===== config.mk =====
export PLATFORM = sky130hd
export DESIGN_NAME = audPwmDac
export DESIGN_NICKNAME = d
export VERILOG_FILES = /design/src/audPkg.sv /design/src/audPwmDac.sv
export SDC_FILE = /design/constraint.sdc
export NUM_CORES = 1
export LEC_CHECK = 0
export ABC_AREA = 1
export BUFFER_PORTS_ARGS = -buffer_cell sky130_fd_sc_hd__buf_2
export CAP_MARGIN = 20
export CORE_ASPECT_RATIO = 0.9
export CORE_MARGIN = 5
export CORE_UTILIZATION = 30
export CTS_CLUSTER_DIAMETER = 30
export CTS_CLUSTER_SIZE = 12
export DETAILED_ROUTE_END_ITERATION = 7
export PLACE_DENSITY_LB_ADDON = 0.08
export SLEW_MARGIN = 40
export SYNTH_ARGS = -nofsm -noshare
export SYNTH_HDL_FRONTEND = slang
export SYNTH_SLANG_ARGS = --single-unit

===== constraint.sdc =====
create_clock -name clock -period 2.1 [get_ports clock]
set_input_delay 0.315 -clock clock [delete_from_list [all_inputs] [get_ports clock]]
set_output_delay 0.315 -clock clock [all_outputs]
set_load 0.02 [all_outputs]

===== src/audPkg.sv =====
//**********************************************************
// bus and response enums, control word, buffer write record,
// sample rate reload table and shared widths
//**********************************************************
package audPkg;

	// widest buffer index, for 2048 words per bank
	localparam int bufIdxMaxW = 11;

	// width of the sample rate divider
	localparam int rateW = 14;

	// address bits 27:16 of the device
	localparam logic [11:0] devWindow = 12'h009;

	// bit 4 marks a store, bit 3 a load
	typedef enum logic [4:0]
	{
		opmNone    = 5'h00,
		opmLoad32  = 5'h0A,
		opmStore32 = 5'h12
	} busOpm;

	typedef enum logic [1:0]
	{
		respReady = 2'b00,
		respOk    = 2'b01
	} busResp;

	typedef struct packed
	{
		logic [23:0] reserved;
		logic [3:0]  rateSel;
		logic        outEnable;
		logic        stereo;
		logic        use16b;
		logic        useCompand;
	} audCtrl;

	typedef struct packed
	{
		logic [31:0] addr;
		logic [31:0] data;
		busOpm       opm;
	} busReq;

	// index is sized for the largest buffer, upper bits zero when smaller
	typedef struct packed
	{
		logic                  strobe;
		logic                  bank;
		logic [bufIdxMaxW-1:0] index;
		logic [31:0]           word;
	} bufWrite;

	// divider reloads per rate code, in clock cycles minus one
	localparam logic [rateW-1:0] rateReload [16] = '{
		14'd12500, 14'd9070, 14'd6250, 14'd4535,
		14'd3125,  14'd2268, 14'd1562, 14'd1134,
		14'd781,   14'd2083, 14'd781,  14'd1042,
		14'd781,   14'd781,  14'd781,  14'd781
	};

	localparam logic [rateW-1:0] rateReloadMax = 14'd12500;

endpackage


===== src/audPwmDac.sv =====
//**********************************************************
// delta-sigma accumulators and gated PWM outputs
//**********************************************************
`timescale 1ns/1ps

module audPwmDac (
	input  logic            clock,
	input  logic            arstN,
	input  audPkg::audCtrl  ctrl,
	input  logic [15:0]     levelL,
	input  logic [15:0]     levelR,
	output logic [1:0]      pwmOut
);

	logic [15:0] level   [2];
	logic [15:0] acc     [2];
	logic [15:0] accNext [2];
	logic [1:0]  carry;

	// channel 0 left, channel 1 right
	assign level[0] = levelL;
	assign level[1] = levelR;

	always_comb
	begin
		for (int ch = 0; ch < 2; ch++)
			{carry[ch], accNext[ch]} = {1'b0, acc[ch]} + {1'b0, level[ch]};
	end

	always_ff @(posedge clock or negedge arstN)
	begin
		if (!arstN)
		begin
			acc[0] <= '0;
			acc[1] <= '0;
		end
		else
		begin
			acc[0] <= accNext[0];
			acc[1] <= accNext[1];
		end
	end

	// idle output sits high
	always_ff @(posedge clock or negedge arstN)
	begin
		if (!arstN)
			pwmOut <= 2'b11;
		else if (ctrl.outEnable)
			pwmOut <= carry;
		else
			pwmOut <= 2'b11;
	end

endmodule


==> impl_metrics.env <==
export IMPL_wl_per_cell_um=10.88
export IMPL_drt_pass1_iterations=4
export IMPL_syn_area_mm2=0.002801
export IMPL_overflow=0
export IMPL_maxSlewHeadroom=0.7403
export IMPL_fillerInstances=1009
export IMPL_finalSetupViolCount=0
export IMPL_syn_area_per_cell_um2=6.833
export IMPL_start_util=0.3070
export IMPL_cts_root_buf="clkbuf_8"
export IMPL_ios=68
export IMPL_drive_above_1_share=0.1532
export IMPL_finalCriticalPeriod_ns=1.732
export IMPL_ys_seq_area_frac=0.3046
export IMPL_numPortBuffers=36
export IMPL_h_tree_depth=2
export IMPL_syn_to_final_growth_pct=16.17
export IMPL_reg2reg_slack_ns=0.37
export IMPL_antenna_found_initial=0
export IMPL_ir_drop_v=0.0004316
export IMPL_grt_pass1_wl_um=10940
export IMPL_grt_start_max_net_pins=17
export IMPL_slew_violations=0
export IMPL_cts_tree="done"
export IMPL_leakagePower_nw=1.941
export IMPL_power_density_mw_per_mm2=1436
export IMPL_min_path_type="input port to flip-flop"
export IMPL_hold_viol=0
export IMPL_critical_path_startpoint_type="flip-flop"
export IMPL_worstMarginPinSlew_ns=0.3896
export IMPL_dp_slack_ns=0.2878
export IMPL_cts_buffers=5
export IMPL_routed_via_density=4.228
export IMPL_yosys_warnings=0
export IMPL_crit_arrival_ns=1.90
export IMPL_nNetsFinal=556
export IMPL_crit_required_ns=2.27
export IMPL_multi_input_area_mm2=0.001644
export IMPL_dp_hpwl_um=5277
export IMPL_utilization=0.3566
export IMPL_syn_inst=410
export IMPL_clkTransAtPathRegs_ns=0.09
export IMPL_cap_viol_max_count=0
export IMPL_finClkSkew_ns=0.008538
export IMPL_num_rows=33
export IMPL_power_mw=4.673
export IMPL_cts_resized=0
export IMPL_regArea_um2=853.3
export IMPL_crit_fanout=3
export IMPL_clock_latency_ns=0.29
export IMPL_cts_buffer_depth=2
export IMPL_status="finished, final reports clean"
export IMPL_fin_ws_ns=0.3678
export IMPL_post_route_drc_count=0
export IMPL_cts_setup_buffers=0
export IMPL_fmax_mhz=577.3
export IMPL_grt_pass1_vias=2459
export IMPL_fin_crit_sh=0.8248
export IMPL_end_kind="flip-flop"
export IMPL_ant_nets=0
export IMPL_wl_um=6300
export IMPL_grt_usage=0.1188
export IMPL_fp_dieH_um=101.7
export IMPL_drtIter0Drc=52
export IMPL_ys_ff_latch=34
export IMPL_num_vias=2448
export IMPL_rsz0062_at_grt="no"
export IMPL_syn_nets=510
export IMPL_die_w_um=111.9
export IMPL_cts_sinks=34
export IMPL_core_area_mm2=0.009125
export IMPL_gp_congestion=0.8451
export IMPL_fin_setup_tns_ns=0
export IMPL_postCtsHoldBufs=1
export IMPL_ys_types=23
export IMPL_diodes=0
export IMPL_setup_worst_path_class="flip-flop to flip-flop"
export IMPL_die_area_mm2=0.01137
-- kinds of logic after synthesis --
logic type | Yosys count | share of synthesized area
AO/OA/AOI/OAI | 19 | 0.03662
AND/OR/NAND/NOR | 228 | 0.3493
flip-flops | 34 | 0.3046
buffers and inverters | 81 | 0.1085
XOR/XNOR | 14 | 0.04377
adder cells (fa/ha/maj) | 34 | 0.1572
-- report_power, final --
part | leakage [nW] | total, mW | internal, mW | switching [mW]
Combinational | 1.50 | 3.00 | 1.12 | 1.87
Clock | 0.0472 | 0.549 | 0.265 | 0.284
Sequential | 0.398 | 1.13 | 1.02 | 0.103
-- registers in the layout (all words and copies together), names as in the netlist --
register and cells:
pwmOut 2, acc 32
-- worst max-delay path, cell delays in order (launching register included) --
cell	delay [ns]
dfrtp_1	0.37
ha_1	0.20
fa_1	0.43
nand2_2	0.11
nand2_1	0.06
nand3b_1	0.08
nand2_1	0.10
nand2_1	0.10
nand2_1	0.05
nand2_1	0.05
nand2_1	0.06
-- final cells by class --
class,count,area share
inverters,81,0.09343
multi-input cells,295,0.5052
repair buffers,39,0.06305
flip-flops and latches,34,0.2622
clock buffers,6,0.02537
clock inverters,2,0.003845
well taps,122,0.04690
-- synthesized netlist by cell type, drive strengths merged --
cell type	number	area [um^2]
a21oi	17	92.59
and2	1	8.760
dfrtp	32	800.8
dfstp	2	52.55
fa	2	40.04
ha	32	400.4
inv	81	304.0
nand2	169	656.9
nand3	23	120.1
nand3b	4	30.03
nand4	2	12.51
nor2	20	77.58
nor3	7	60.06
o21ai	2	10.01
or2	2	12.51
xnor2	1	8.760
xor2	13	113.9
-- worst paths after layout --
| path | cells past startpoint | end | from |
|---|---|---|---|
| worst max-delay path | 10 | acc[10] | acc[0] |
| worst min-delay path | 2 | pwmOut[0] | ctrl[3] |
| worst max register to register | 10 | acc[10] | acc[0] |
| worst min register to register | 1 | acc[0] | acc[0] |
| max in group asynchronous | 3 | pwmOut[1] | arstN |
| min in group asynchronous | 2 | acc[22] | arstN |
-- metrics by stage --
stage	hold WS [ns]	cells	area, um^2
after global routing	0.2061	579	3254
after CTS	0.1994	579	3254
final	0.2035	579	3254
after global placement	0.2700	570	3149
after detailed placement	0.2706	570	3149
after floorplan	0.01941	410	2801
-- placed cells by master, fill, tap and decap left out, drive strengths merged --
| cell type | n |
|---|---|
| and2 | 1 |
| a21oi | 17 |
| clkinvlp | 1 |
| nand3b | 4 |
| fa | 2 |
| ha | 32 |
| o21ai | 2 |
| nand3 | 23 |
| clkbuf | 6 |
| xnor2 | 1 |
| inv | 81 |
| dlygate4sd3 | 1 |
| dfstp | 2 |
| xor2 | 13 |
| nand4 | 2 |
| nor2 | 20 |
| nor3 | 7 |
| buf | 38 |
| nand2 | 169 |
| clkinv | 1 |
| or2 | 2 |
| dfrtp | 32 |
-- metal layers --
metal	vias to the layer above	part of all wire	wire, um	track usage
li1	1341	-	-	-
met1	1085	0.48	3021	0.1443
met2	20	0.49	3071	0.2184
met3	2	0.027	171	0.02449
met4	0	0.0057	36	0.02526
met5	-	0	0	0
Note: power is estimated with default switching activity, not from simulation.
