<file path="src/audPkg.sv">
//**********************************************************
// bus and response enums, control word, buffer write record,
// sample rate reload table and shared widths
//**********************************************************
package audPkg;

	// widest buffer index, for 2048 words per bank
	localparam int bufIdxMaxW = 11;

	// width of the sample rate divider
	localparam int rateW = 14;

	// address bits 27:16 of the device
	localparam logic [11:0] devWindow = 12'h009;

	// bit 4 marks a store, bit 3 a load
	typedef enum logic [4:0]
	{
		opmNone    = 5'h00,
		opmLoad32  = 5'h0A,
		opmStore32 = 5'h12
	} busOpm;

	typedef enum logic [1:0]
	{
		respReady = 2'b00,
		respOk    = 2'b01
	} busResp;

	typedef struct packed
	{
		logic [23:0] reserved;
		logic [3:0]  rateSel;
		logic        outEnable;
		logic        stereo;
		logic        use16b;
		logic        useCompand;
	} audCtrl;

	typedef struct packed
	{
		logic [31:0] addr;
		logic [31:0] data;
		busOpm       opm;
	} busReq;

	// index is sized for the largest buffer, upper bits zero when smaller
	typedef struct packed
	{
		logic                  strobe;
		logic                  bank;
		logic [bufIdxMaxW-1:0] index;
		logic [31:0]           word;
	} bufWrite;

	// divider reloads per rate code, in clock cycles minus one
	localparam logic [rateW-1:0] rateReload [16] = '{
		14'd12500, 14'd9070, 14'd6250, 14'd4535,
		14'd3125,  14'd2268, 14'd1562, 14'd1134,
		14'd781,   14'd2083, 14'd781,  14'd1042,
		14'd781,   14'd781,  14'd781,  14'd781
	};

	localparam logic [rateW-1:0] rateReloadMax = 14'd12500;

endpackage

</file>
<file path="src/audSampleClock.sv">
//**********************************************************
// sample rate divider and sample position counter
//**********************************************************
`timescale 1ns/1ps

module audSampleClock #(
	parameter int bufWords = 1024
) (
	input  logic                          clock,
	input  logic                          arstN,
	input  audPkg::audCtrl                ctrl,
	output logic [$clog2(bufWords)+2:0]   sampPos
);

	logic [audPkg::rateW-1:0] divCnt;
	logic [audPkg::rateW-1:0] divRst;
	logic                     divZero;

	assign divZero = (divCnt == '0);

	// reload follows the rate code with one cycle of lag
	always_ff @(posedge clock or negedge arstN)
	begin
		if (!arstN)
			divRst <= '0;
		else
			divRst <= audPkg::rateReload[ctrl.rateSel];
	end

	always_ff @(posedge clock or negedge arstN)
	begin
		if (!arstN)
		begin
			divCnt  <= '0;
			sampPos <= '0;
		end
		else if (divZero)
		begin
			divCnt  <= divRst;
			sampPos <= sampPos + 1'b1;
		end
		else
		begin
			divCnt <= divCnt - 1'b1;
		end
	end

	// a count above every table entry means a corrupted reload
	assert property (@(posedge clock) disable iff (!arstN)
		divCnt <= audPkg::rateReloadMax)
	else $error("sample divider above largest reload");

endmodule

</file>
<file path="config.mk">
export PLATFORM = sky130hd
export DESIGN_NAME = audSampleClock
export DESIGN_NICKNAME = d
export VERILOG_FILES = /design/src/audPkg.sv /design/src/audSampleClock.sv
export SDC_FILE = /design/constraint.sdc
export NUM_CORES = 1
export LEC_CHECK = 0
export ABC_AREA = 0
export BUFFER_PORTS_ARGS = -buffer_cell sky130_fd_sc_hd__buf_4
export CAP_MARGIN = 15
export CORE_MARGIN = 4
export CORE_UTILIZATION = 57
export DETAILED_ROUTE_END_ITERATION = 6
export GPL_ROUTABILITY_DRIVEN = 0
export PLACE_DENSITY = 0.84
export SLEW_MARGIN = 20
export SYNTH_ARGS = -nofsm -noshare
export SYNTH_HDL_FRONTEND = slang
export SYNTH_SLANG_ARGS = --single-unit
</file>
<file path="constraint.sdc">
create_clock -name clock -period 3.4 [get_ports clock]
set_input_delay 0.34 -clock clock [delete_from_list [all_inputs] [get_ports clock]]
set_output_delay 0.34 -clock clock [all_outputs]
set_load 0.005 [all_outputs]
</file>
==> reports/qor.yml <==
clock_sinks: 41
cp_max_fo: 6
nFillCells: 276
fp.dieW_um: 67.27
grt_max_degree: 42
r2r_slack_ns: 1.32
min_from: "ctrl[5]"
cts.clk_slew.worst_paths_ns: 0.11
leakagePower_nw: 1.042
fin_crit_sh_pct: 61.29
nets: 259
die_height_um: 67.27
fin_total_pwr_mw: 1.357
synth_area_sq_um: 2002
vias: 1418
status: "complete, no violations"
synth_top_area_share_pct: 51.25
worstSkewPairLatency_ns: 0.35
clockBufferDepth: 2
placed_area_sq_um: 2181
syn_avg_cell_area_sq_um: 10.21
reg2reg_from: "divCnt[0]"
setup_tns_ns: 0
final_layout_size_suffix_gt1_share_pct: 16.06
cts_tree: "yes"
n_antenna_cell: 0
hold_viol: 0
worst_setup_path_end_kind: "flop"
netlist_instances: 196
root_buffer: "clkbuf_4"
synth.net_count: 238
hp-class: "in -> reg"
cts_inserted_buffers: 5
routedWlPerCell_um: 13.89
initialDrtViolationCount: 86
antenna_found_initial: 0
ff2ff_path_depth: 6
grt_first_pass_wirelength_um: 6492
powerDensity_nw_per_um2: 596.3
vias_per_cell: 5.371
grt_pass1_vias: 1426
die_area_sq_um: 4525
layout.cells.non_filler: 264
first_pass_iters: 4
dpl.hpwl_um: 2592
ys_seq_area_share_pct: 51.25
dp_cells: 255
crit_type: "reg -> reg"
yosysWarningCount: 0
ios: 47
synth_area_leaders: "dfrtp_1, xnor2_1, ha_1, xor2_1, a21oi_1"
grtUsageTotal_pct: 19.22
numPortBuffers: 18
tightestPinTransition_ns: 0.9242
max_clock_freq_mhz: 479.9
stdcell_area_sq_um: 2276
wl_um: 3668
synthDistinctLibCells: 33
ys_ff_latch: 41
yosys.area.top_type: "dfrtp_1"
h-tree-depth: 2
report.final.slew_viol_count: 0
slew_headroom_pct: 38.25
holdWs_ns: 0.1818
start_util_pct: 59.52
whs_path_depth: 2
cp_data_arrival_time_ns: 2.36
crit_path_start_kind: "flop"
min_period_ns: 2.084
overflow: 0
finalSetupViolations: 0
rows: 21
timing.rr.end: "divCnt[10]"
cts-resized-gates: 0
cap_violations: 0
core_sq_um: 3363
ir_drop_v: 0.0003873
drc: 0
rsz0062_at_grt: "false"
syn2layout_area_growth_pct: 13.69
required_ns: 3.67
skew_ns: 0.008557
whs_endpoint: "divRst[13]"
ant_nets: 0
[report_power, final]
part	switching [mW]	leakage [nW]	internal, mW
registers	0.128	0.516	0.589
logic	0.158	0.481	0.156
clock network	0.152	0.0455	0.176
total	0.437	1.04	0.920
[stage by stage]
step / worst slack, ns / utilization (%)
floorplan: 1.789 / -
global placement: 1.428 / 64.84
finish: 1.316 / 67.67
detailed placement: 1.359 / 64.84
global route: 1.211 / 67.67
CTS: 1.314 / 67.67
[final cells by class]
| cell class | instances | area [sq um] | share of cell area, % |
|---|---|---|---|
| multi-input cells | 139 | 913.4 | 40.13 |
| clock buffers | 7 | 55.05 | 2.419 |
| well taps | 46 | 57.56 | 2.529 |
| flip-flops and latches | 41 | 1026 | 45.08 |
| inverters | 9 | 33.78 | 1.484 |
| repair buffers | 21 | 160.2 | 7.037 |
| clock inverters | 1 | 30.03 | 1.319 |
[logic make-up (layout without fill, tap and decap cells)]
family | after synthesis | in the layout | synth area share (%)
compound gates | 32 | 32 | 9.063
xor+xnor | 23 | 23 | 10.06
mux | 3 | 3 | 1.625
flops | 41 | 41 | 51.25
fa+ha+maj | 8 | 8 | 5.000
simple gates | 73 | 73 | 19.87
buf+inv | 16 | 38 | 3.125
[sequential cells by signal (all words and copies together), names as in the netlist]
signal / count
divRst: 14
divCnt: 14
sampPos: 13
[worst max-delay path: stages, from the launching register on]
cell     delay, ns
dfrtp_1       0.43
inv_1         0.10
ha_1          0.20
nor3b_1       0.77
nand3_1       0.18
xor2_1        0.18
a21oi_1       0.14
[cell usage in the layout (no fill, tap or decap), drive strengths merged]
| cell type | count |
|---|---|
| a211oi | 2 |
| a21o | 1 |
| a21oi | 18 |
| a31oi | 1 |
| and2 | 1 |
| buf | 20 |
| bufinv | 1 |
| clkbuf | 7 |
| dfrtp | 41 |
| dlygate4sd3 | 1 |
| ha | 8 |
| inv | 9 |
| mux2 | 2 |
| mux2i | 1 |
| nand2 | 11 |
| nand2b | 2 |
| nand3 | 5 |
| nand4 | 2 |
| nor2 | 24 |
| nor2b | 4 |
| nor3 | 10 |
| nor3b | 1 |
| nor4 | 6 |
| nor4bb | 2 |
| o21a | 1 |
| o21ai | 6 |
| o31a | 2 |
| o31ai | 1 |
| or3 | 2 |
| or4 | 3 |
| xnor2 | 12 |
| xor2 | 11 |
[worst max path at each step]
| stage | slack (ns) | endpoint | cells after the start | start |
|---|---|---|---|---|
| after floorplan | 1.79 | sampPos[3] | 5 | divCnt[5] |
| after global routing | 1.21 | divCnt[8] | 6 | divCnt[0] |
| after CTS | 1.31 | divCnt[10] | 6 | divCnt[0] |
| final | 1.32 | divCnt[10] | 6 | divCnt[0] |
| after global placement | 1.43 | divCnt[10] | 6 | divCnt[0] |
| after detailed placement | 1.36 | divCnt[10] | 6 | divCnt[0] |
[cells in the mapped netlist]
master,instances
a211oi_1,2
a21o_1,1
a21oi_1,18
a31oi_1,1
and2_1,1
buf_2,2
clkbuf_1,5
dfrtp_1,41
ha_1,8
inv_1,9
mux2_2,2
mux2i_1,1
nand2_1,11
nand2b_1,2
nand3_1,5
nand4_1,1
nand4_2,1
nor2_1,24
nor2b_1,4
nor3_1,10
nor3b_1,1
nor4_1,2
nor4_2,4
nor4bb_1,2
o21a_1,1
o21ai_0,6
o31a_1,2
o31ai_1,1
or3_1,2
or4_1,2
or4_4,1
xnor2_1,12
xor2_1,11
[repair_timing]
| item | 4_1_cts | 5_1_grt |
|---|---|---|
| hold endpoints to repair | 41 | 0 |
| buffers inserted | 0 | 0 |
| hold buffers | 1 | 0 |
[metal layers]
layer  wire (um)  track usage [%]  share of wire [%]
met4          44            7.848                1.2
met5           0                0                  0
met3         145            3.494                4.0
met2        1794            29.45                 49
met1        1684            27.02                 46
Power figures use the tool's default switching activity.
