===== src/audPkg.sv =====
//**********************************************************
// bus and response enums, control word, buffer write record,
// sample rate reload table and shared widths
//**********************************************************
package audPkg;

	// widest buffer index, for 2048 words per bank
	localparam int bufIdxMaxW = 11;

	// width of the sample rate divider
	localparam int rateW = 14;

	// address bits 27:16 of the device
	localparam logic [11:0] devWindow = 12'h009;

	// bit 4 marks a store, bit 3 a load
	typedef enum logic [4:0]
	{
		opmNone    = 5'h00,
		opmLoad32  = 5'h0A,
		opmStore32 = 5'h12
	} busOpm;

	typedef enum logic [1:0]
	{
		respReady = 2'b00,
		respOk    = 2'b01
	} busResp;

	typedef struct packed
	{
		logic [23:0] reserved;
		logic [3:0]  rateSel;
		logic        outEnable;
		logic        stereo;
		logic        use16b;
		logic        useCompand;
	} audCtrl;

	typedef struct packed
	{
		logic [31:0] addr;
		logic [31:0] data;
		busOpm       opm;
	} busReq;

	// index is sized for the largest buffer, upper bits zero when smaller
	typedef struct packed
	{
		logic                  strobe;
		logic                  bank;
		logic [bufIdxMaxW-1:0] index;
		logic [31:0]           word;
	} bufWrite;

	// divider reloads per rate code, in clock cycles minus one
	localparam logic [rateW-1:0] rateReload [16] = '{
		14'd12500, 14'd9070, 14'd6250, 14'd4535,
		14'd3125,  14'd2268, 14'd1562, 14'd1134,
		14'd781,   14'd2083, 14'd781,  14'd1042,
		14'd781,   14'd781,  14'd781,  14'd781
	};

	localparam logic [rateW-1:0] rateReloadMax = 14'd12500;

endpackage


===== src/audBusRegs.sv =====
//**********************************************************
// bus request register, window decode, control register,
// buffer write strobe and registered response
//**********************************************************
`timescale 1ns/1ps

module audBusRegs #(
	parameter int bufWords = 1024
) (
	input  logic             clock,
	input  logic             arstN,
	input  audPkg::busReq    busIn,
	output logic [31:0]      busOutData,
	output audPkg::busResp   busOK,
	output audPkg::audCtrl   ctrl,
	output audPkg::bufWrite  bufWr
);

	localparam int bufIdxW = $clog2(bufWords);

	audPkg::busReq reqQ;
	logic          winHit;
	logic          accessHit;
	logic          storeHit;
	logic          ctrlWr;
	logic          bufHit;

	// request is taken every cycle, no handshake
	always_ff @(posedge clock or negedge arstN)
	begin
		if (!arstN)
			reqQ <= '0;
		else
			reqQ <= busIn;
	end

	always_comb
	begin
		winHit    = (reqQ.addr[27:16] == audPkg::devWindow);
		accessHit = winHit && (reqQ.opm[4] || reqQ.opm[3]);
		storeHit  = winHit && reqQ.opm[4];
		// control page F, first word only
		ctrlWr    = storeHit && (reqQ.addr[15:12] == 4'hF) && (reqQ.addr[11:2] == '0);
		bufHit    = storeHit && (reqQ.addr[15:14] == 2'b00);
	end

	// bank from bit 2, word index from the bits above
	always_comb
	begin
		bufWr                      = '0;
		bufWr.strobe               = bufHit;
		bufWr.bank                 = reqQ.addr[2];
		bufWr.index[bufIdxW-1:0]   = reqQ.addr[3 +: bufIdxW];
		bufWr.word                 = reqQ.data;
	end

	always_ff @(posedge clock or negedge arstN)
	begin
		if (!arstN)
			ctrl <= '0;
		else if (ctrlWr)
			ctrl <= audPkg::audCtrl'(reqQ.data);
	end

	// response lands two cycles after the request
	always_ff @(posedge clock or negedge arstN)
	begin
		if (!arstN)
			busOK <= audPkg::respReady;
		else if (accessHit)
			busOK <= audPkg::respOk;
		else
			busOK <= audPkg::respReady;
	end

	// reads are not supported
	assign busOutData = 32'h0;

	// control page and buffer range must never overlap
	assert property (@(posedge clock) disable iff (!arstN)
		!(ctrlWr && bufWr.strobe))
	else $error("control and buffer write in the same cycle");

endmodule


===== config.mk =====
export PLATFORM = sky130hd
export DESIGN_NAME = audBusRegs
export DESIGN_NICKNAME = d
export VERILOG_FILES = /design/src/audPkg.sv /design/src/audBusRegs.sv
export SDC_FILE = /design/constraint.sdc
export NUM_CORES = 1
export LEC_CHECK = 0
export BUFFER_PORTS_ARGS = -buffer_cell sky130_fd_sc_hd__buf_2
export CAP_MARGIN = 20
export CORE_ASPECT_RATIO = 1.4
export CORE_MARGIN = 2
export CORE_UTILIZATION = 30
export CTS_BUF_LIST = sky130_fd_sc_hd__clkbuf_8
export CTS_CLUSTER_SIZE = 16
export DETAILED_ROUTE_END_ITERATION = 16
export GPL_TIMING_DRIVEN = 0
export PLACE_DENSITY = 0.57
export SLEW_MARGIN = 30
export SYNTH_ARGS = -nofsm -noshare
export SYNTH_HDL_FRONTEND = slang
export SYNTH_SLANG_ARGS = --single-unit

===== constraint.sdc =====
create_clock -name clock -period 3.7 [get_ports clock]
set_input_delay 0.74 -clock clock [delete_from_list [all_inputs] [get_ports clock]]
set_output_delay 0.74 -clock clock [all_outputs]
set_load 0.02 [all_outputs]

==> results.json <==
{
  "drv_cap": 0,
  "ys_seq_area_share_pct": 65.2,
  "numCtsBuffers": 9,
  "ios": 182,
  "synth_xor_area_share_pct": 0,
  "synth_compound_area_share_pct": 0.280,
  "drc": 0,
  "vias_per_cell": 3.75,
  "syn_inst": 223,
  "synth_top_family_by_area": "buffers and inverters",
  "drive_gt1_share_pct": 65.5,
  "slew_viol_final": 0,
  "critPathCaptureType": "output pin",
  "p_total_mw": 1.92,
  "m1WireLength_mm": 2.29,
  "clock_latency_ns": 0.35,
  "synth.mux.area_fraction_pct": 13.2,
  "setup.worst_path.start_class": "flop",
  "ctsResizeCount": 0,
  "yosys.area_share.simple_pct": 2.70,
  "vias": 2094,
  "setup_viol": 0,
  "peakVddDrop_uv": 182,
  "top_layer": "met5",
  "skew_ns": 0.0140,
  "drt_wl_total_mm": 6.50,
  "antenna_left": 0,
  "core.rowCount": 47,
  "synth_fa_ha_area_share_pct": 0,
  "initial_core_util_pct": 30.5,
  "grt-ovfl-total": 0,
  "met2WireLength_mm": 3.38,
  "portBuffers": 138,
  "min_period_ns": 2.71,
  "dieArea_mm2": 0.0128,
  "grtUsageTotal_pct": 10.4,
  "cts-root-buf": "clkbuf_8",
  "syn_area_mm2": 0.00357,
  "cts.sinks": 93,
  "drtIter0Drc": 39,
  "clkTransAtPathRegs_ns": 0.09,
  "drt-wirelength-per-cell_um": 11.7,
  "drtPass1Iterations": 4,
  "synth_cell_type_count": 19,
  "synth-seq-cells": 93,
  "cts_tree": "done",
  "h-tree-depth": 3,
  "final.period_utilization_pct": 73.2,
  "fin_tns_setup_ns": 0,
  "die_h_um": 133,
  "cp.required_ns": 2.96,
  "grt_max_degree": 55,
  "synthToLayoutAreaGrowth_pct": 34.2,
  "synth_warnings": 0,
  "final_cell_area_mm2": 0.00479,
  "cts_setup_buffers": 0,
  "grt_pass1_vias": 2115,
  "wl_met3_um": 645,
  "fin_hold_ws_ns": 0.283,
  "utilization_pct": 41.0,
  "hold_buffers": 0,
  "cp_data_arrival_time_ns": 1.97,
  "die_w_um": 96.2,
  "rsz0062_at_grt": "false",
  "syn_area_per_cell_um2": 16.0,
  "hpwl_mm": 4.97,
  "antenna_found_initial": 1,
  "fin_nets": 477,
  "grt_pass1_wl_mm": 10.2,
  "dpl_cell_area_mm2": 0.00460,
  "crit_fanout": 2,
  "clock.fmax_mhz": 369,
  "gp_congestion": 0.705,
  "powerDensity_mw_per_mm2": 400,
  "clockBufferDepth": 2,
  "finalHoldViolations": 0,
  "hold_path.class": "in -> async",
  "leakage_nw": 2.66,
  "outcome": "complete, no violations",
  "critical_path_class": "reg -> out",
  "antenna_cells": 0,
  "core-area_mm2": 0.0117
}
state kept, by name (all words and copies together), names as in the netlist:
| register | flops |
|---|---|
| busOK | 1 |
| reqQ | 17 |
| ctrl | 32 |
| bufWr | 43 |
layout make-up:
cell class | count | area (um^2)
clock inverters | 7 | 66.3
multi-input cells | 80 | 707
inverters | 1 | 3.75
flip-flops and latches | 93 | 2330
clock buffers | 9 | 124
plain buffers | 82 | 657
repair buffers | 139 | 724
fillers | 1109 | 6910
well taps | 147 | 184
critical path, cell delays in order, from the launching register on:
cell	delay, ns
dfrtp_1	0.37
or4_4	0.54
nor2_1	0.14
nand3_1	0.10
nor3_1	0.19
buf_4	0.14
buf_2	0.15
where the power goes:
part           total (mW)  switching [mW]  internal, mW
logic               0.205           0.109        0.0961
clock network       0.650           0.341         0.309
registers            1.06          0.0154          1.05
per-stage QoR:
| stage | std cells | worst slack (ns) |
|---|---|---|
| floorplan | 256 | 1.60 |
| detailed placement | 542 | 1.34 |
| global placement | 541 | 1.02 |
| global route | 558 | 0.859 |
| finish | 558 | 0.993 |
| CTS | 558 | 0.929 |
cells in the mapped netlist:
master    n  share of area [%]
inv_1     1               0.11
buf_4    78                 16
buf_12    3                1.7
or4_4     1               0.32
buf_6     1               0.32
nand3_1   1               0.14
conb_1    1               0.11
and4b_1   2               0.56
nor4_1    2               0.35
nor2_2    1               0.18
nor3_1    1               0.14
mux2_4   30                 13
nor2_1    2               0.21
or4bb_1   1               0.32
and4_1    1               0.25
mux2_2    2               0.63
nor4b_1   1               0.25
dfrtp_1  93                 65
o211a_1   1               0.28
kinds of logic (layout without fill, tap and decap cells):
group	after synthesis	count (layout)
muxes	32	32
and+or+nand+nor	13	13
DFF	93	93
other	1	34
AOI/OAI and AO/OA	1	1
buffers and inverters	83	238
final timing paths:
| check | start | end | slack [ns] | cells past startpoint |
|---|---|---|---|---|
| worst max-delay path | reqQ[62]$_DFF_PN0_ | bufWr[44] | 0.99 | 6 |
| worst min-delay path | arstN | ctrl[6]$_DFFE_PN0P_ | 0.28 | 1 |
| worst max register to register | reqQ[62]$_DFF_PN0_ | ctrl[25]$_DFFE_PN0P_ | 1.77 | 6 |
| worst min register to register | reqQ[3]$_DFF_PN0_ | busOK[0]$_DFF_PN0_ | 0.50 | 1 |
| max in group asynchronous | arstN | ctrl[22]$_DFFE_PN0P_ | 2.83 | 2 |
| min in group clock | busIn[16] | bufWr[11]$_DFF_PN0_ | 0.49 | 1 |
per-layer routing:
layer  global-route usage (%)  up-vias
li1                         -      980
met5                        0        -
met1                     11.9      987
met2                     16.9      112
met3                     3.73       13
met4                     5.32        2
placed cells by master (no fill, tap or decap):
cell / n
inv_1: 3
nor3_1: 1
nor4_1: 2
clkinvlp_4: 2
and4b_1: 2
nor4b_1: 1
buf_6: 2
conb_1: 34
and4_1: 1
clkbuf_8: 9
mux2_4: 30
nor2_2: 1
nor2_1: 2
or4_4: 1
buf_4: 78
buf_16: 1
or4bb_1: 1
clkinv_2: 1
mux2_2: 2
nand3_1: 1
inv_6: 1
dfrtp_1: 93
buf_12: 3
bufinv_16: 1
buf_2: 137
o211a_1: 1
Note: power is estimated with default switching activity, not from simulation.
