`src/audPkg.sv`:
```
//**********************************************************
// bus and response enums, control word, buffer write record,
// sample rate reload table and shared widths
//**********************************************************
package audPkg;

	// widest buffer index, for 2048 words per bank
	localparam int bufIdxMaxW = 11;

	// width of the sample rate divider
	localparam int rateW = 14;

	// address bits 27:16 of the device
	localparam logic [11:0] devWindow = 12'h009;

	// bit 4 marks a store, bit 3 a load
	typedef enum logic [4:0]
	{
		opmNone    = 5'h00,
		opmLoad32  = 5'h0A,
		opmStore32 = 5'h12
	} busOpm;

	typedef enum logic [1:0]
	{
		respReady = 2'b00,
		respOk    = 2'b01
	} busResp;

	typedef struct packed
	{
		logic [23:0] reserved;
		logic [3:0]  rateSel;
		logic        outEnable;
		logic        stereo;
		logic        use16b;
		logic        useCompand;
	} audCtrl;

	typedef struct packed
	{
		logic [31:0] addr;
		logic [31:0] data;
		busOpm       opm;
	} busReq;

	// index is sized for the largest buffer, upper bits zero when smaller
	typedef struct packed
	{
		logic                  strobe;
		logic                  bank;
		logic [bufIdxMaxW-1:0] index;
		logic [31:0]           word;
	} bufWrite;

	// divider reloads per rate code, in clock cycles minus one
	localparam logic [rateW-1:0] rateReload [16] = '{
		14'd12500, 14'd9070, 14'd6250, 14'd4535,
		14'd3125,  14'd2268, 14'd1562, 14'd1134,
		14'd781,   14'd2083, 14'd781,  14'd1042,
		14'd781,   14'd781,  14'd781,  14'd781
	};

	localparam logic [rateW-1:0] rateReloadMax = 14'd12500;

endpackage

```
`src/audSampleDecode.sv`:
```
//**********************************************************
// lane select, companded expansion, 16-bit level with aux
//**********************************************************
`timescale 1ns/1ps

module audSampleDecode #(
	parameter int bufWords = 1024
) (
	input  logic                          clock,
	input  logic                          arstN,
	input  audPkg::audCtrl                ctrl,
	input  logic [$clog2(bufWords)+2:0]   sampPos,
	input  logic [63:0]                   block,
	input  logic [7:0]                    auxPcmL,
	input  logic [7:0]                    auxPcmR,
	input  logic                          timerNoise,
	output logic [15:0]                   levelL,
	output logic [15:0]                   levelR
);

	logic [7:0]  samp8b;
	logic [15:0] samp16b;
	logic [10:0] expand;
	logic [11:0] compand12;
	logic [11:0] samp12;
	logic [15:0] base;
	logic [15:0] nextL;
	logic [15:0] nextR;

	// byte and halfword lanes, both taken every cycle
	always_ff @(posedge clock)
	begin
		samp8b  <= block[sampPos[2:0]*8 +: 8];
		samp16b <= block[sampPos[1:0]*16 +: 16];
	end

	// sign, 3-bit exponent, 4-bit mantissa
	always_comb
	begin
		unique case (samp8b[6:4])
			3'd0: expand = {7'h00, samp8b[3:0]};
			3'd1: expand = {7'h01, samp8b[3:0]};
			3'd2: expand = {6'h01, samp8b[3:0], samp8b[3]};
			3'd3: expand = {5'h01, samp8b[3:0], samp8b[3:2]};
			3'd4: expand = {4'h1, samp8b[3:0], samp8b[3:1]};
			3'd5: expand = {3'h1, samp8b[3:0], samp8b[3:0]};
			3'd6: expand = {2'h1, samp8b[3:0], samp8b[3:0], 1'b0};
			default: expand = {1'b1, samp8b[3:0], samp8b[3:0], 2'b00};
		endcase

		// negative samples mirror around the midpoint
		if (samp8b[7])
			compand12 = {1'b1, expand};
		else
			compand12 = {1'b0, ~expand};
	end

	always_comb
	begin
		if (ctrl.use16b)
			samp12 = {samp16b[15] ^ ctrl.useCompand, samp16b[14:4]};
		else if (ctrl.useCompand)
			samp12 = compand12;
		else
			samp12 = {samp8b, 4'h0};

		// replicate top bits to reach full scale
		base  = {samp12, samp12[11:8]};
		nextL = base + {auxPcmL, 7'h00, timerNoise};
		nextR = base + {auxPcmR, 7'h00, timerNoise};
	end

	always_ff @(posedge clock or negedge arstN)
	begin
		if (!arstN)
		begin
			levelL <= '0;
			levelR <= '0;
		end
		else
		begin
			levelL <= nextL;
			levelR <= nextR;
		end
	end

endmodule

```
`config.mk`:
```
export PLATFORM = sky130hd
export DESIGN_NAME = audSampleDecode
export DESIGN_NICKNAME = d
export VERILOG_FILES = /design/src/audPkg.sv /design/src/audSampleDecode.sv
export SDC_FILE = /design/constraint.sdc
export NUM_CORES = 1
export LEC_CHECK = 0
export BUFFER_PORTS_ARGS = -buffer_cell sky130_fd_sc_hd__buf_2
export CORE_MARGIN = 2
export CORE_UTILIZATION = 45
export DETAILED_ROUTE_END_ITERATION = 8
export GPL_ROUTABILITY_DRIVEN = 0
export MAX_ROUTING_LAYER = met4
export PLACE_DENSITY = 0.76
export SLEW_MARGIN = 15
export SYNTH_ARGS = -nofsm -noshare
export SYNTH_HDL_FRONTEND = slang
export SYNTH_SLANG_ARGS = --single-unit
export TNS_END_PERCENT = 5
```
`constraint.sdc`:
```
create_clock -name clock -period 4.2 [get_ports clock]
set_clock_uncertainty 0.05 [all_clocks]
set_input_delay 0.21 -clock clock [delete_from_list [all_inputs] [get_ports clock]]
set_output_delay 0.21 -clock clock [all_outputs]
set_load 0.01 [all_outputs]
```
==> results of run 1 <==
-- area by class of cell --
type | instances | area, um^2
inverters | 10 | 37.54
flip-flops and latches | 44 | 1001
repair buffers | 123 | 628.1
clock buffers | 7 | 107.6
clock inverters | 1 | 8.758
multi-input cells | 249 | 2233
fillers | 683 | 3463
well taps | 102 | 127.6
-- registers in the layout, indices dropped and copies added, names as in the netlist --
| register | count |
|---|---|
| samp8b | 8 |
| samp16b | 12 |
| levelL | 8 |
| levelR | 16 |
-- layer usage --
layer	GRT usage, %	part of all wire, %
met2	32.41	49
met1	23.47	43
met3	3.369	7.0
met5	-	0
met4	4.851	1.1
-- kinds of logic (layout without fill, tap and decap cells) --
group	after synthesis	in the layout
simple gates	84	84
flops	44	44
buf+inv	40	141
compound gates	78	78
xor+xnor	32	32
mux	39	39
fa+ha+maj	16	16
-- power by group through the flow --
| stage | logic (uW) | registers [uW] | clock network, uW |
|---|---|---|---|
| after floorplan | 464 | 602 | 0 |
| after global placement | 644 | 583 | 0 |
| after detailed placement | 660 | 587 | 0 |
| after CTS | 664 | 578 | 326 |
| after global routing | 724 | 591 | 346 |
| final | 659 | 576 | 318 |
-- final timing paths --
kind,start,endpoint,slack (ps),cells after the start
max,samp8b[4],levelL[15],450,14
min,timerNoise,levelR[0],90,2
max reg2reg,samp8b[4],levelL[15],450,14
min reg2reg,samp16b[7],levelR[7],610,2
max in group asynchronous,arstN,levelR[4],3400,2
min in group asynchronous,arstN,levelL[13],360,2
-- cell usage in the layout (no fill, tap or decap), types with 7 or more instances in the layout --
cell type	n
xor2_1	10
dfrtp_1	24
nor2_1	17
buf_2	119
ha_1	16
nand2b_1	10
xnor2_1	22
nand2_1	21
dfxtp_1	20
a21oi_1	22
o21ai_0	12
mux4_2	28
inv_1	10
nand3_1	7
mux2_2	8
-- through the flow --
step	instance area, um^2	total power, uW	worst slack, ps	hold WS (ps)
after detailed placement	4018	1247	446.9	155.0
after CTS	4144	1568	424.7	91.77
after global routing	4144	1661	127.0	89.43
final	4144	1554	451.2	93.34
after floorplan	3471	1066	988.3	-135.6
after global placement	4018	1227	565.5	155.1
==> impl_metrics.ini, run 1 <==
[power_and_ir_drop]
worst_ir_drop_vdd_uv = 131.6
switching_share_pct = 34.95
intPower_uw = 1011
p_seq_share_pct = 37.1
pwr-share-clk_pct = 20.5
p_comb_share_pct = 42.4
switchingPower_uw = 543.1
power.density_nw_per_um2 = 374.9
p_leak_uw = 0.001844

[die]
coreArea_um2 = 7607
fp.dieH_um = 91.83
ios = 160
start_util_pct = 45.63
rows = 32
dieArea_um2 = 8432
die_w_um = 91.83

[final_layout]
instances_no_fill = 536
drive_gt1_share_pct = 41.47
final_util_pct = 54.47
nNetsFinal = 577
n_antenna_cell = 0
areaGrowthSynthToFinish_pct = 19.39

[critical_path]
crit_fanout = 15
startpoint_type = register
crit_family = compound AO/OA/AOI/OAI gates
path_buf_inv = 0
worstSetupEndpointType = register
slowest_stage = dfxtp_1
crit_chain = nand2_1 -> o211ai_1 -> o21ai_0 -> or2_2 -> a31oi_1 -> o21ai_0 -> ha_1 -> a21o_1 -> a21o_1 -> a21o_1 -> a21oi_1 -> o31ai_2 -> o31a_1 -> xnor2_1
worstPathRequired_ps = 4370
critPathArrivalTime_ps = 3920
crit_top_cell = a21o_1
crit_type = reg2reg
critical_path.max_stage_delay_ps = 620

[worst_hold_path]
hold_class = in2reg

[clock_tree]
htree_levels = 2
clockBufferDepth = 2
hold_buffers = 1
cts_made_buffers = 5
cts_sinks = 44
clk_latency_ps = 300
cts_resized = 0
cts_tree = built
cts-root-buf = clkbuf_8
post_cts_buffers = 0
cts.clk_slew.worst_paths_ps = 90

[synthesis]
yosys-top-cells-area = mux4_2 (18%), dfrtp_1 (17%), dfxtp_1 (12%), ha_1 (5.8%), xnor2_1 (5.6%)
ys.flop_type = dfrtp_1
synthDistinctLibCells = 57
synth_seq_cells = 44
ys_warn_count = 0
synth_simple_gate_area_share_pct = 12.94
avgSynthCellArea_um2 = 10.42
syn-cell-area_um2 = 3471
ys_seq_area_share_pct = 28.84
synth_common_cells = mux4_2 (28), dfrtp_1 (24), a21oi_1 (22), xnor2_1 (22), nand2_1 (21)
muxShareOfSynthArea_pct = 21.74
synth.top_cell.area_share_pct = 18.17
synth_nets = 477
yosys.area.top_type = mux4_2
synthAdderAreaFrac_pct = 5.768
synth_compound_area_share_pct = 15.83
synth_edf_count = 0
syn_inst = 333
synth_xor_area_share_pct = 8.075
yosysMostFrequentCell = mux4_2
synth_top_family_by_area = multiplexers
async_flop_share_pct = 54.55

[global_route]
grt_max_degree = 29
globalRouteTotalUtil_pct = 18.98
grt_pass1_vias = 2817
grt_pass1_wl_um = 12590
antenna_found_initial = 0
grt_overflow_total = 0

[route]
drc = 0
drt-initial-drc-count = 94
drtAntennaViolNets = 0
vias = 2930
drt_wl_total_um = 7703
wl_per_cell_um = 14.37
vias_per_cell = 5.466
drtPass1Iterations = 5

[timing]
setup_viol = 0
timing.setup.tns_ps = 0
rsz0062_at_grt = false
final_hold_viol_count = 0
maxSlewHeadroom_pct = 47.90
period_needed_ps = 3749
tightest_slew_ps = 781.5
slew_violations = 0
period_share_pct = 89.26
max_freq_mhz = 266.8

[run]
max_cap_viol_count = 0

[outcome]
status = complete, no violations

[placed_design]
dp_cells = 527
port-buffer-count = 119
hpwlAfterDp_um = 6453
(Power assumes the default switching activity.)
==> inputs of run 2 (changes only) <==
--- a/config.mk
+++ b/config.mk
@@ -5,13 +5,14 @@
 export SDC_FILE = /design/constraint.sdc
 export NUM_CORES = 1
 export LEC_CHECK = 0
+export ABC_AREA = 1
 export BUFFER_PORTS_ARGS = -buffer_cell sky130_fd_sc_hd__buf_2
 export CORE_MARGIN = 2
 export CORE_UTILIZATION = 45
 export DETAILED_ROUTE_END_ITERATION = 8
 export GPL_ROUTABILITY_DRIVEN = 0
 export MAX_ROUTING_LAYER = met4
-export PLACE_DENSITY = 0.76
+export PLACE_DENSITY = 0.75
 export SLEW_MARGIN = 15
 export SYNTH_ARGS = -nofsm -noshare
 export SYNTH_HDL_FRONTEND = slang
==> run 2 against run 1 <==
  * Power down 6.7%
  * Synthesized area is 9.0% higher
  * Final cell count is 43% higher
  * Register-to-register slack improved by 60 ps
  * Die area up 8.6%
  * Hold slack lost 5.6 ps
  * Flip-flop and latch count unchanged
  * Largest cell class unchanged
  * Largest power group unchanged
==> impl_metrics.ini, run 2 <==
[outcome]
status = complete, no violations

[placed_design]
port-buffer-count = 119
place_area_um2 = 4327
hpwlAfterDp_um = 7950

[clock_tree]
cts-root-buf = clkbuf_8
cts.clk_slew.worst_paths_ps = 90
htree_levels = 2
clk_latency_ps = 310
cts_made_buffers = 5
cts_resized = 0
hold_buffers = 1
cts_sinks = 44
post_cts_buffers = 0
cts_tree = built
clockBufferDepth = 2

[global_route]
globalRouteTotalUtil_pct = 23.06
grt_max_degree = 56
grt_pass1_wl_um = 16350
grt_pass1_vias = 3737
antenna_found_initial = 0
grt_overflow_total = 0

[final_layout]
top_regs = levelR x16, samp16b x12
largest_reg_flops = 16
fin_area_um2 = 4420
nNetsFinal = 802
areaGrowthSynthToFinish_pct = 16.87
top_register = levelR
fillers = 799
layout_common_cells = nand2_1 (177), buf_2 (119), nand3_1 (53)
drive_gt1_share_pct = 26.86
layout_commonest_cell = nand2_1
n_antenna_cell = 0

[critical_path]
worstPathRequired_ps = 4360
critPathArrivalTime_ps = 3850
startpoint_type = register
crit_chain = inv_2 -> nand4_1 -> o21ai_1 -> nor2_2 -> nand3_1 -> nand2_1 -> xor2_1 -> nand2_1 -> a21oi_1 -> ha_1 -> a21oi_1 -> nor2_1 -> nor2_1 -> nor2_1 -> nor2_1 -> o21bai_1 -> a21boi_0 -> nand2_1 -> nand2_1 -> nand2_1
crit_fanout = 10
path_buf_inv = 1
crit_top_cell = nand2_1
worstSetupEndpointType = register
critical_path.max_stage_delay_ps = 660
slowest_stage = dfxtp_1
crit_family = simple AND/OR/NAND/NOR gates
crit_type = reg2reg

[route]
drt_wl_total_um = 9911
drtPass1Iterations = 5
vias = 4079
wl_per_cell_um = 12.97
drc = 0
vias_per_cell = 5.339
drt-initial-drc-count = 298
drtAntennaViolNets = 0

[timing]
tightest_slew_ps = 767.0
slew_violations = 0
rsz0062_at_grt = false
period_share_pct = 87.78
final_hold_viol_count = 0
timing.setup.tns_ps = 0
max_freq_mhz = 271.2
maxSlewHeadroom_pct = 48.79
setup_viol = 0
period_needed_ps = 3687

[synthesis]
synth_seq_cells = 44
ys_warn_count = 0
async_flop_share_pct = 54.55
ys.flop_type = dfrtp_1
ys_seq_area_share_pct = 26.46
synth_nets = 705
syn_inst = 561
yosysMostFrequentCell = nand2_1
synth.top_cell.area_share_pct = 17.57
avgSynthCellArea_um2 = 6.742
synth_common_cells = nand2_1 (177), nand3_1 (53), inv_1 (47), a21oi_1 (33), nor2_1 (30)
yosys.area.top_type = nand2_1
synth_edf_count = 0
yosys-top-cells-area = nand2_1 (18%), dfrtp_1 (16%), dfxtp_1 (11%), nand3_1 (7.0%), ha_1 (5.3%)
synthDistinctLibCells = 45
syn-cell-area_um2 = 3782

[die]
die_w_um = 95.68
fp.dieH_um = 95.68
start_util_pct = 46.27
coreArea_um2 = 8175
dieArea_um2 = 9155
rows = 33
ios = 160

[power_and_ir_drop]
power.density_nw_per_um2 = 327.8
worst_ir_drop_vdd_uv = 129.3
p_leak_uw = 0.002355

[run]
max_cap_viol_count = 0

[worst_hold_path]
hold_class = in2reg
-- run 2: changes by cell type in the layout (fill, tap and decap cells not counted), sizes merged, moves of 13 or more --
cell   change
xnor2     -20
nand3     +58
nor2      +24
a31oi     +13
nand2    +167
mux4      -28
inv       +45
-- run 2: layout make-up --
type | instances | area, um^2 | share of cell area (%)
clock buffers | 6 | 72.57 | 1.642
clock inverters | 2 | 11.26 | 0.2547
inverters | 57 | 220.2 | 4.982
multi-input cells | 428 | 2364 | 53.47
flip-flops and latches | 44 | 1001 | 22.64
well taps | 105 | 131.4 | 2.972
repair buffers | 122 | 620.6 | 14.04
-- run 2: cells by family (layout without fill, tap and decap cells) --
| logic type | count (synthesis) | count (layout) | share of synthesized area [%] |
|---|---|---|---|
| AO/OA/AOI/OAI | 87 | 87 | 14.22 |
| adder cells (fa/ha/maj) | 16 | 16 | 5.293 |
| XOR/XNOR | 13 | 13 | 3.010 |
| AND/OR/NAND/NOR | 312 | 312 | 39.96 |
| flip-flops | 44 | 44 | 26.46 |
| buffers and inverters | 89 | 187 | 11.05 |
-- run 2: power by group --
group | switching [uW] | internal, uW
combinational | 389 | 243
sequential | 45.1 | 497
clock | 158 | 117
total | 592 | 857
-- run 2: metrics by stage --
stage          hold WS [ps]  utilization [%]  setup WS (ps)  power [uW]  std cells
2_1_floorplan        -135.6                -           1392        1001        561
3_3_place_gp          160.1            52.92          778.8        1162        755
3_5_place_dp          176.2            52.92          603.1        1178        755
4_1_cts               80.03            54.07          578.1        1454        764
5_1_grt               78.28            54.07          170.9        1565        764
6_report              87.73            54.07          513.1        1449        764
-- run 2: path summary, 6_finish.rpt --
check | cells after the start | end | slack, ps | from
max reg2reg | 20 | levelL[15] | 510 | samp8b[4]
min | 2 | levelR[0] | 90 | timerNoise
min in group asynchronous | 2 | levelL[11] | 360 | arstN
min reg2reg | 3 | levelR[4] | 570 | samp16b[4]
max | 20 | levelL[15] | 510 | samp8b[4]
max in group asynchronous | 2 | levelR[4] | 3370 | arstN
-- run 2: per-layer routing --
metal | global-route usage, % | part of all wire (%) | vias to the layer above
li1 | - | - | 2039
met1 | 28.83 | 45 | 1844
met2 | 36.95 | 47 | 166
met3 | 3.478 | 5.8 | 30
met4 | 10.00 | 2.9 | 0
met5 | - | 0 | -
